## src/graph_pkg.sv

```systemverilog
`default_nettype none

package graph_pkg;

    // Lattice extent, columns by rows by measurement rounds
    localparam int GRID_WIDTH_X = 3;
    localparam int GRID_WIDTH_Z = 2;
    localparam int GRID_WIDTH_U = 2;

    localparam int X_BIT_WIDTH = 2;
    localparam int Z_BIT_WIDTH = 1;
    localparam int U_BIT_WIDTH = 1;
    localparam int ADDRESS_WIDTH = X_BIT_WIDTH + Z_BIT_WIDTH + U_BIT_WIDTH;

    // Address layout {u, x, z}, so smaller means earlier round first
    typedef logic [ADDRESS_WIDTH-1:0] addr_t;

    localparam int PU_COUNT_PER_ROUND = GRID_WIDTH_X * GRID_WIDTH_Z;
    localparam int PU_COUNT = PU_COUNT_PER_ROUND * GRID_WIDTH_U;

    // Neighbor slots, each pair differs only in bit 0
    localparam int NEIGHBOR_COUNT = 6;
    localparam int DIR_NORTH = 0;  // x - 1
    localparam int DIR_SOUTH = 1;  // x + 1
    localparam int DIR_WEST = 2;   // z - 1
    localparam int DIR_EAST = 3;   // z + 1
    localparam int DIR_DOWN = 4;   // u - 1
    localparam int DIR_UP = 5;     // u + 1

    typedef logic [1:0] growth_t;
    localparam growth_t LINK_WEIGHT = 2'd2;  // Same weight on every edge

    // Unit index in the flat arrays
    // Same order as the address, with the unused x code left out
    function automatic int unit_index(input int x, input int z, input int u);
        return x * GRID_WIDTH_Z + z + u * PU_COUNT_PER_ROUND;
    endfunction

    function automatic addr_t pu_address(input int x, input int z, input int u);
        return {U_BIT_WIDTH'(u), X_BIT_WIDTH'(x), Z_BIT_WIDTH'(z)};
    endfunction

endpackage

`default_nettype wire

```

## src/stage_pkg.sv

```systemverilog
`default_nettype none

package stage_pkg;

    // Global decoder stage, driven from outside the graph
    typedef enum logic [2:0] {
        STAGE_IDLE = 3'd0,
        STAGE_MEASUREMENT_LOADING = 3'd1,
        STAGE_GROW = 3'd2,
        STAGE_MERGE = 3'd3
    } stage_t;

endpackage

`default_nettype wire

```

## src/neighbor_link.sv

```systemverilog
`default_nettype none

module neighbor_link
    import graph_pkg::*;
    import stage_pkg::*;
#(
    parameter bit LINK_EXISTS = 1'b1  // Zero for a fake edge at the lattice border
) (
    input wire clk,
    input wire reset,
    input wire stage_t global_stage_i,
    input wire a_increase_i,
    input wire b_increase_i,
    output logic fully_grown_o
);

    growth_t growth;
    logic [2:0] growth_sum;

    // Both end units may push in the same grow cycle
    always_comb begin
        growth_sum = {1'b0, growth} + {2'b00, a_increase_i} + {2'b00, b_increase_i};
    end

    always_ff @(posedge clk) begin
        if (reset) begin
            growth <= '0;
        end else if (!LINK_EXISTS) begin
            growth <= '0;  // Fake edge never grows
        end else begin
            case (global_stage_i)
                STAGE_MEASUREMENT_LOADING: begin
                    growth <= '0;
                end
                STAGE_GROW: begin
                    if (growth_sum >= {1'b0, LINK_WEIGHT}) begin
                        growth <= LINK_WEIGHT;
                    end else begin
                        growth <= growth_sum[1:0];
                    end
                end
                default: begin
                    growth <= growth;
                end
            endcase
        end
    end

    // Valid in the first cycle after the grow edge
    assign fully_grown_o = (growth == LINK_WEIGHT);

endmodule

`default_nettype wire

```

## src/processing_unit.sv

```systemverilog
`default_nettype none

module processing_unit
    import graph_pkg::*;
    import stage_pkg::*;
#(
    parameter addr_t PU_ADDRESS = '0
) (
    input wire clk,
    input wire reset,
    input wire stage_t global_stage_i,
    input wire measurement_i,
    output logic measurement_o,
    input wire [NEIGHBOR_COUNT-1:0] neighbor_fully_grown_i,
    input wire addr_t neighbor_root_i [NEIGHBOR_COUNT],
    input wire odd_i,
    output addr_t root_o,
    output logic defect_o,
    output logic increase_o,
    output logic busy_o
);

    logic defect;
    addr_t root;
    addr_t min_root;
    logic busy;

    // Smallest root reachable over one fully grown edge
    always_comb begin
        min_root = root;
        for (int d = 0; d < NEIGHBOR_COUNT; d++) begin
            if (neighbor_fully_grown_i[d] && (neighbor_root_i[d] < min_root)) begin
                min_root = neighbor_root_i[d];
            end
        end
    end

    always_ff @(posedge clk) begin
        if (reset) begin
            defect <= 1'b0;
            root <= PU_ADDRESS;
            busy <= 1'b0;
        end else begin
            case (global_stage_i)
                STAGE_MEASUREMENT_LOADING: begin
                    defect <= measurement_i;  // Old value moves one layer down
                    root <= PU_ADDRESS;
                    busy <= 1'b0;
                end
                STAGE_GROW: begin
                    busy <= 1'b0;
                end
                STAGE_MERGE: begin
                    root <= min_root;
                    busy <= (min_root != root);
                end
                default: begin
                    // Idle holds everything
                    defect <= defect;
                    root <= root;
                    busy <= busy;
                end
            endcase
        end
    end

    assign measurement_o = defect;
    assign defect_o = defect;
    assign root_o = root;
    assign busy_o = busy;

    // Odd clusters keep growing, even ones stay put
    assign increase_o = odd_i;

endmodule

`default_nettype wire

```

## src/cluster_parity.sv

```systemverilog
`default_nettype none

module cluster_parity
    import graph_pkg::*;
(
    input wire clk,
    input wire reset,
    input wire addr_t roots_i [PU_COUNT],
    input wire [PU_COUNT-1:0] defects_i,
    output logic [PU_COUNT-1:0] odd_o
);

    logic [PU_COUNT-1:0] parity;

    // Defect count parity of the cluster each unit belongs to
    always_comb begin
        for (int i = 0; i < PU_COUNT; i++) begin
            parity[i] = 1'b0;
            for (int j = 0; j < PU_COUNT; j++) begin
                if (roots_i[j] == roots_i[i]) begin
                    parity[i] = parity[i] ^ defects_i[j];
                end
            end
        end
    end

    always_ff @(posedge clk) begin
        if (reset) begin
            odd_o <= '0;
        end else begin
            odd_o <= parity;  // One cycle behind roots and defects
        end
    end

endmodule

`default_nettype wire

```

## src/decoding_graph.sv

```systemverilog
`default_nettype none

module decoding_graph
    import graph_pkg::*;
    import stage_pkg::*;
(
    input wire clk,
    input wire reset,
    input wire [PU_COUNT_PER_ROUND-1:0] measurements_i,
    input wire stage_t global_stage_i,
    output wire addr_t roots_o [PU_COUNT],
    output wire [PU_COUNT-1:0] odd_clusters_o,
    output wire [PU_COUNT-1:0] busy_o
);

    wire [PU_COUNT-1:0] increase;
    wire [PU_COUNT-1:0] defect;
    wire [PU_COUNT-1:0] meas_chain;  // measurement_o of every unit
    wire [PU_COUNT-1:0][NEIGHBOR_COUNT-1:0] slot_grown;

    genvar u, x, z, d;

    for (u = 0; u < GRID_WIDTH_U; u++) begin : g_u
        for (x = 0; x < GRID_WIDTH_X; x++) begin : g_x
            for (z = 0; z < GRID_WIDTH_Z; z++) begin : g_z
                localparam int IDX = unit_index(x, z, u);

                wire meas_in;
                wire addr_t nb_root [NEIGHBOR_COUNT];

                // Top layer loads from outside, lower layers from above
                if (u == GRID_WIDTH_U - 1) begin : g_top
                    assign meas_in = measurements_i[unit_index(x, z, 0)];
                end else begin : g_lower
                    assign meas_in = meas_chain[unit_index(x, z, u + 1)];
                end

                processing_unit #(
                    .PU_ADDRESS(pu_address(x, z, u))
                ) pu (
                    .clk(clk),
                    .reset(reset),
                    .global_stage_i(global_stage_i),
                    .measurement_i(meas_in),
                    .measurement_o(meas_chain[IDX]),
                    .neighbor_fully_grown_i(slot_grown[IDX]),
                    .neighbor_root_i(nb_root),
                    .odd_i(odd_clusters_o[IDX]),
                    .root_o(roots_o[IDX]),
                    .defect_o(defect[IDX]),
                    .increase_o(increase[IDX]),
                    .busy_o(busy_o[IDX])
                );

                for (d = 0; d < NEIGHBOR_COUNT; d++) begin : g_slot
                    // Coordinates of the unit behind this slot
                    localparam int NX = x + ((d == DIR_SOUTH) ? 1 : 0)
                                          - ((d == DIR_NORTH) ? 1 : 0);
                    localparam int NZ = z + ((d == DIR_EAST) ? 1 : 0)
                                          - ((d == DIR_WEST) ? 1 : 0);
                    localparam int NU = u + ((d == DIR_UP) ? 1 : 0)
                                          - ((d == DIR_DOWN) ? 1 : 0);
                    localparam bit HAS_NB = (NX >= 0) && (NX < GRID_WIDTH_X)
                                         && (NZ >= 0) && (NZ < GRID_WIDTH_Z)
                                         && (NU >= 0) && (NU < GRID_WIDTH_U);
                    localparam int NB = unit_index(NX, NZ, NU);
                    localparam int OPP = d ^ 1;

                    if (HAS_NB) begin : g_root_nb
                        assign nb_root[d] = roots_o[NB];
                    end else begin : g_root_self
                        assign nb_root[d] = roots_o[IDX];  // Border slot sees own root
                    end

                    if (!HAS_NB) begin : g_fake
                        neighbor_link #(
                            .LINK_EXISTS(1'b0)
                        ) link (
                            .clk(clk),
                            .reset(reset),
                            .global_stage_i(global_stage_i),
                            .a_increase_i(increase[IDX]),
                            .b_increase_i(1'b0),
                            .fully_grown_o(slot_grown[IDX][d])
                        );
                    end else if ((d % 2) == 1) begin : g_edge
                        // Real edge owned by the lower end, shared with the upper end
                        wire grown;

                        neighbor_link #(
                            .LINK_EXISTS(1'b1)
                        ) link (
                            .clk(clk),
                            .reset(reset),
                            .global_stage_i(global_stage_i),
                            .a_increase_i(increase[IDX]),
                            .b_increase_i(increase[NB]),
                            .fully_grown_o(grown)
                        );

                        assign slot_grown[IDX][d] = grown;
                        assign slot_grown[NB][OPP] = grown;
                    end
                end
            end
        end
    end

    cluster_parity parity (
        .clk(clk),
        .reset(reset),
        .roots_i(roots_o),
        .defects_i(defect),
        .odd_o(odd_clusters_o)
    );

endmodule

`default_nettype wire

```

## config.mk

```make
export PLATFORM = sky130hd
export DESIGN_NAME = decoding_graph
export DESIGN_NICKNAME = d
export VERILOG_FILES = /design/src/graph_pkg.sv /design/src/stage_pkg.sv /design/src/neighbor_link.sv /design/src/processing_unit.sv /design/src/cluster_parity.sv /design/src/decoding_graph.sv
export SDC_FILE = /design/constraint.sdc
export NUM_CORES = 1
export LEC_CHECK = 0
export ABC_AREA = 1
export BUFFER_PORTS_ARGS = -buffer_cell sky130_fd_sc_hd__buf_2
export CORE_MARGIN = 1.5
export CORE_UTILIZATION = 60
export CTS_BUF_LIST = sky130_fd_sc_hd__clkbuf_8 sky130_fd_sc_hd__clkbuf_16
export DETAILED_ROUTE_END_ITERATION = 6
export GPL_ROUTABILITY_DRIVEN = 0
export PLACE_DENSITY = 0.78
export SETUP_SLACK_MARGIN = 0.3
export SLEW_MARGIN = 0
export SYNTH_ARGS = -nofsm -noshare
export SYNTH_HDL_FRONTEND = slang
export SYNTH_SLANG_ARGS = --single-unit
```

## constraint.sdc

```tcl
create_clock -name clk -period 12.1 [get_ports clk]
set_input_delay 0.605 -clock clk [delete_from_list [all_inputs] [get_ports clk]]
set_output_delay 0.605 -clock clk [all_outputs]
set_load 0.01 [all_outputs]
```

==> impl_metrics.ini, run 1 <==
[status]
outcome = finished, violations left
failed_checks = design-rule violations

[global_routing]
grt_pass1_wl_um = 87800
maximum_number_of_pins_on_one_net_before_global_route_repair = 61
grt_antenna_before_repair = 1
grt.total_usage_pct = 40.7
grt-ovfl-total = 0
grt_pass1_vias = 15900

[timing]
setup_violations = 0
totalNegativeSetupSlack_ps = 0
setup_repair_after_global_routing_missed_its_margin = false
max_slew.worst_pin.slew_ps = 1140
report.final.slew_viol_count = 0
hold_viol = 0
final.period_utilization_pct = 54.5
worst_case_clock_skew_ps = 16.3
max_freq_ghz = 0.152
layout_min_cycle_time_ps = 6600
slew-limit-headroom_pct = 23.8

[synthesis]
syn-num-nets = 2635
post_synthesis_simple_gate_area_fraction_pct = 31.6
netlist_area_mm2 = 0.0161
synth_compound_gate_area_share_pct = 11.7
avgSynthCellArea_um2 = 6.50
synth-adder-area-share_pct = 12.6
synth_warnings = 0
syn-instance-count = 2474
synth.ff_latch_count = 124
synth_cell_types = 45
post_synth_mux_area_share_pct = 0
proportion_of_synthesized_chip_area_in_sequential_cells_pct = 15.4
largest_family_of_logic_cells_by_synthesized_area = simple AND/OR/NAND/NOR gates
yosys.area_share.xor_xnor_pct = 18.0

[die]
starting_density_pct = 61.4
die_h_um = 167
die_area_mm2 = 0.0278
io_pins = 83
core_mm2 = 0.0262
chipWidth_um = 167
std_cell_rows = 59

[critical_path]
arrival_ps = 6910
worst_path_largest_cell_delay_ps = 950
cp_num_buf_inv = 5
cp.required_ps = 12410
cpMaxStageDelayCell = dfxtp_1
worstSetupEndpointType = flop
critical_path.top_delay_family = compound AO/OA/AOI/OAI gates
timing.critical_path.mode_cell = nand2_1
startpoint_type = flop
critPathMaxFanout = 20
setup.worst_path.class = flop to flop

[flow_run]
cap_violations = 0

[clock_tree]
total_of_hold_buffers_inserted_after_clock_tree_synthesis = 0
cts_buffer_depth = 2
cts_resized = 0
clock_tree.htree_level_count = 4
cts.root.buffer_cell = clkbuf_16
numCtsBuffers = 17
cts_tree = done
clock_latency_ps = 440
clock_sinks = 124
clkSlewWorstSetupHoldPaths_ps = 70
cts_post_setup_buffers_inserted = 0

[placed_design]
dpl.cell_count = 2784
hpwlAfterDp_um = 39300
port_buffers = 82
placement.cell_area_mm2 = 0.0165

[finish]
layout.nets = 2629
areaGrowthSynthToFinish_pct = 6.54
final_core_area_utilization_pct = 65.4
non_filler_cell_area_final_mm2 = 0.0171
layout-drive-gt1-share_pct = 11.4
final_cells = 2817

[power_and_ir_drop]
leakagePower_uw = 0.00785
power_per_unit_of_standard_cell_area_mw_per_mm2 = 60.9
report.power.total_uw = 1040
worst_supply_voltage_drop_on_vdd_uv = 80.3

[detailed_routing]
total_via_count_in_the_routed_design = 17000
avgViaCountPerCell = 6.05
dr.first_iter.drc_count = 2043
wire_per_inst_um = 20.2
routed_wl_um = 57000
post-route-drc-count = 10
drtPass1Iterations = 7
route.antenna.remaining_nets = 0

[hold_path]
hold_class = input port to flop
## synth_stat cells, drive strengths merged
| cell | count | area share, % |
|---|---|---|
| nand3 | 169 | 5.5 |
| ha | 130 | 10 |
| o21ai | 148 | 4.6 |
| a21oi | 125 | 4.0 |
| buf | 83 | 3.1 |
| clkbuf | 75 | 1.8 |
| fa | 20 | 2.5 |
| nor3 | 5 | 0.16 |
| or2 | 16 | 0.68 |
| a21o | 1 | 0.047 |
| dfxtp | 124 | 15 |
| nor4 | 5 | 0.19 |
| nor3b | 3 | 0.17 |
| nor2 | 185 | 4.9 |
| nand3b | 5 | 0.23 |
| xor2 | 130 | 7.1 |
| a211oi | 24 | 1.1 |
| clkinv | 15 | 0.35 |
| nand4 | 50 | 1.9 |
| inv | 231 | 5.4 |
| a31oi | 2 | 0.078 |
| o21a | 21 | 0.98 |
| a2111oi | 1 | 0.054 |
| o211ai | 14 | 0.68 |
| xnor2 | 200 | 11 |
| dlygate4sd1 | 1 | 0.054 |
| nand2 | 687 | 18 |
| o21bai | 4 | 0.19 |
## report_power, final
part | internal (uW) | total, uW | leakage [uW] | switching (uW)
registers | 413 | 420 | 0.00100 | 7.75
logic | 14.5 | 60.8 | 0.00655 | 46.4
clock network | 328 | 563 | 0.000302 | 234
total | 755 | 1040 | 0.00785 | 288
## worst register-to-register path: cells and delay by family, from the launching register on
family | cells | cell delay (ps)
AOI/OAI and AO/OA | 6 | 1950
DFF | 1 | 950
adders and majority gates | 4 | 1260
and+or+nand+nor | 18 | 1730
buffers and inverters | 5 | 580
## per-layer routing
layer / track usage [%] / vias to the layer above / share of wire, %
li1: - / 7858 / -
met1: 51.0 / 7741 / 38
met2: 63.0 / 1125 / 42
met3: 9.58 / 305 / 13
met4: 26.0 / 0 / 6.9
met5: 0 / - / 0
## cell type report
| class | instances | area, um2 |
|---|---|---|
| multi-input combinational | 1945 | 11900 |
| fill | 2344 | 9070 |
| sequential | 124 | 2480 |
| inverter | 246 | 923 |
| timing repair buffer | 134 | 803 |
| clock buffer | 17 | 425 |
| tap | 335 | 419 |
| clock inverter | 15 | 188 |
| antenna | 1 | 2.50 |
## cell usage in the layout (no fill, tap or decap), types with 5 or more instances in the layout
cell / Yosys / routed
xor2_1: 130 / 130
nand3_1: 161 / 161
buf_2: 23 / 81
a211oi_1: 24 / 24
ha_1: 130 / 130
o21ai_0: 119 / 119
fa_1: 20 / 20
or2_2: 11 / 11
nor2_1: 175 / 174
a21oi_1: 121 / 121
o21ai_1: 29 / 29
nand2_1: 614 / 614
o211ai_1: 13 / 13
nand3_2: 8 / 8
inv_2: 5 / 5
clkbuf_16: 0 / 17
nand3b_1: 5 / 5
nand2_4: 18 / 18
clkinv_1: 15 / 15
nor2_4: 4 / 5
o21a_1: 21 / 21
nor4_1: 5 / 5
buf_4: 33 / 53
xnor2_1: 200 / 200
nand4_1: 50 / 50
nor3_1: 5 / 5
nand2_2: 55 / 55
inv_1: 226 / 227
dfxtp_1: 124 / 124
## sequential cells by signal, summed over array words and instances, names as in the netlist
register / flops
g_u.g_x.g_z.pu.busy_o: 12
parity.odd_o: 12
g_u.g_x.g_z.pu.defect_o: 12
g_u.g_x.g_z.g_slot.g_edge.link.growth: 40
g_u.g_x.g_z.pu.root_o: 48
## kinds of logic after synthesis
family,count (synthesis)
xor gates and xnor gates,330
adders and majority gates,150
buffers and inverters,405
AOI/OAI and AO/OA,340
DFF,124
and+or+nand+nor,1125
## through the flow
step | hold slack (ps) | setup WS, ps
finish | 445 | 5500
global route | 472 | 5080
CTS | 445 | 5750
detailed placement | 453 | 5750
global placement | 448 | 6110
floorplan | 441 | 6790
## path summary, 6_finish.rpt
path	slack (ps)	startpoint	cells after the start	end
worst max-delay path	5500	g_u[1].g_x[0].g_z[0].pu.root_o[3]	33	g_u[1].g_x[1].g_z[0].pu.busy_o
worst min-delay path	450	measurements_i[2]	3	g_u[1].g_x[1].g_z[0].pu.defect_o
worst max register to register	5500	g_u[1].g_x[0].g_z[0].pu.root_o[3]	33	g_u[1].g_x[1].g_z[0].pu.busy_o
worst min register to register	460	flop	2	flop
No activity file was read; power rests on OpenSTA's default activity.
==> run 2, diff against run 1 <==
==> constraint.sdc (replaced) <==
create_clock -name clk -period 6.3 [get_ports clk]
set_input_delay 0.315 -clock clk [delete_from_list [all_inputs] [get_ports clk]]
set_output_delay 0.315 -clock clk [all_outputs]
set_load 0.01 [all_outputs]
==> impl_metrics.ini, run 2 (synthesis gave the netlist of run 1 again) <==
[critical_path]
worst-r2r-cell-count = 28
r2r_end = g_u[1].g_x[1].g_z[1].pu.busy_o
setup.worst_path.start = g_u[1].g_x[1].g_z[1].pu.root_o[3]
worstSetupEndpointType = flop
cp.required_ps = 6660
arrival_ps = 6020
cpMaxStageDelayCell = a211oi_1
worst_path_largest_cell_delay_ps = 680
worstSetupEndpoint = g_u[1].g_x[1].g_z[1].pu.busy_o
setup.worst_path.class = flop to flop
timing.critical_path.mode_cell = nand2_1
critical_path.top_delay_family = compound AO/OA/AOI/OAI gates
worstSetupPathDepth = 28
critPathMaxFanout = 18
worst-r2r-setup-slack_ps = 640
cp_num_buf_inv = 5
startpoint_type = flop
worstReg2RegStart = g_u[1].g_x[1].g_z[1].pu.root_o[3]

[global_routing]
maximum_number_of_pins_on_one_net_before_global_route_repair = 49
grt_busiest_layer = met2
grt_pass1_wl_um = 88900
grt-ovfl-total = 0
global_route.usage.met3_pct = 10.4
global_route.usage.met1_pct = 50.4
met2_track_demand_over_resource_in_global_routing_pct = 64.1
grt_pass1_vias = 16400
grt.total_usage_pct = 41.0
grt_antenna_before_repair = 0

[clock_tree]
clock_tree.htree_level_count = 4
numCtsBuffers = 17
cts.root.buffer_cell = clkbuf_16
cts_buffer_depth = 2
clock_latency_ps = 440
clock_sinks = 124
clkSlewWorstSetupHoldPaths_ps = 70
cts_post_setup_buffers_inserted = 0
cts_tree = done
total_of_hold_buffers_inserted_after_clock_tree_synthesis = 0

[finish]
non_filler_cell_area_final_mm2 = 0.0172
layout-drive-gt1-share_pct = 11.8
areaGrowthSynthToFinish_pct = 6.96
final_cell_mix = 614 x nand2_1, 226 x inv_1, 200 x xnor2_1, 174 x nor2_1, 161 x nand3_1
layout.nets = 2638
layout_commonest_cell = nand2_1
largest_register_ff_count = 48
antennaDiodeCount = 0
num-fill-cells = 2335

[die]
io_pins = 83
chipWidth_um = 167
die_area_mm2 = 0.0278
core_mm2 = 0.0262
die_h_um = 167
starting_density_pct = 61.4
std_cell_rows = 59

[placed_design]
post_place_setup_slack_ps = 740
placement.cell_area_mm2 = 0.0166
port_buffers = 82
hpwlAfterDp_um = 40500

[timing]
report.final.slew_viol_count = 0
max_freq_ghz = 0.177
totalNegativeSetupSlack_ps = 0
worst_case_clock_skew_ps = 19.7
final.setup.worst_slack_ps = 642
setup_repair_after_global_routing_missed_its_margin = false
setup_violations = 0
layout_min_cycle_time_ps = 5660
hold_viol = 0
final.period_utilization_pct = 89.8
max_slew.worst_pin.slew_ps = 1150
slew-limit-headroom_pct = 23.2

[detailed_routing]
route.antenna.remaining_nets = 0
drtPass1Iterations = 7
avgViaCountPerCell = 6.15
post-route-drc-count = 11
dr.first_iter.drc_count = 2179
total_via_count_in_the_routed_design = 17400
routed_wl_um = 58100
wire_per_inst_um = 20.6

[power_and_ir_drop]
report.power.total_uw = 2000
power_per_unit_of_standard_cell_area_mw_per_mm2 = 117
leakagePower_uw = 0.00789
worst_supply_voltage_drop_on_vdd_uv = 167

[status]
failed_checks = design-rule violations
outcome = finished, violations left

[hold_path]
hold_class = input port to flop

[flow_run]
cap_violations = 0
-- run 2: repair_timing --
| item | in CTS | in global routing |
|---|---|---|
| endpoints found under the setup margin | 0 | 1 |
| hold endpoints to repair | 0 | 0 |
| gates resized for setup | 0 | 1 |
-- run 2: through the flow --
stage                     hold slack, ps  util [%]  cells
after global placement               448      63.3   2793
final                                175      65.6   2825
after global routing                 219      65.6   2825
after detailed placement             452      63.3   2793
after floorplan                      441         -   2474
after CTS                            176      65.6   2825
-- run 2: per-layer routing --
| metal | routed length [um] | up-vias |
|---|---|---|
| li1 | - | 7890 |
| met1 | 21500 | 7910 |
| met2 | 24400 | 1185 |
| met3 | 7660 | 392 |
| met4 | 4550 | 0 |
| met5 | 0 | - |
-- run 2: final cells by class --
cell class | instances | area (um2) | share of cell area (%)
multi-input cells | 1945 | 11900 | 69.1
well taps | 335 | 419 | 2.44
repair buffers | 143 | 871 | 5.06
flip-flops and latches | 124 | 2480 | 14.4
clock buffers | 18 | 439 | 2.55
clock inverters | 14 | 171 | 0.997
inverters | 246 | 923 | 5.37
-- run 2: worst min path at each step --
stage,from,end,slack (ps),cells past startpoint
after floorplan,flop,flop,440,2
after global placement,flop,flop,450,2
final,measurements_i[2],g_u[1].g_x[1].g_z[0].pu.defect_o,180,3
after detailed placement,g_u[1].g_x[2].g_z[0].pu.busy_o,g_u[1].g_x[2].g_z[0].pu.busy_o,450,2
after global routing,measurements_i[3],g_u[1].g_x[1].g_z[1].pu.defect_o,220,3
after CTS,measurements_i[2],g_u[1].g_x[1].g_z[0].pu.defect_o,180,3
-- run 2: report_power, final --
part	total, uW	switching, uW	internal, uW
sequential	808	15.4	792
clock	1080	467	611
combinational	118	90.4	27.8
-- run 2: worst reg2reg max path: cells and delay by family, from the launching register on --
family / cells / cell delay, ps
and+or+nand+nor: 14 / 1560
buffers and inverters: 5 / 1120
DFF: 1 / 340
adders and majority gates: 3 / 800
AOI/OAI and AO/OA: 6 / 1790
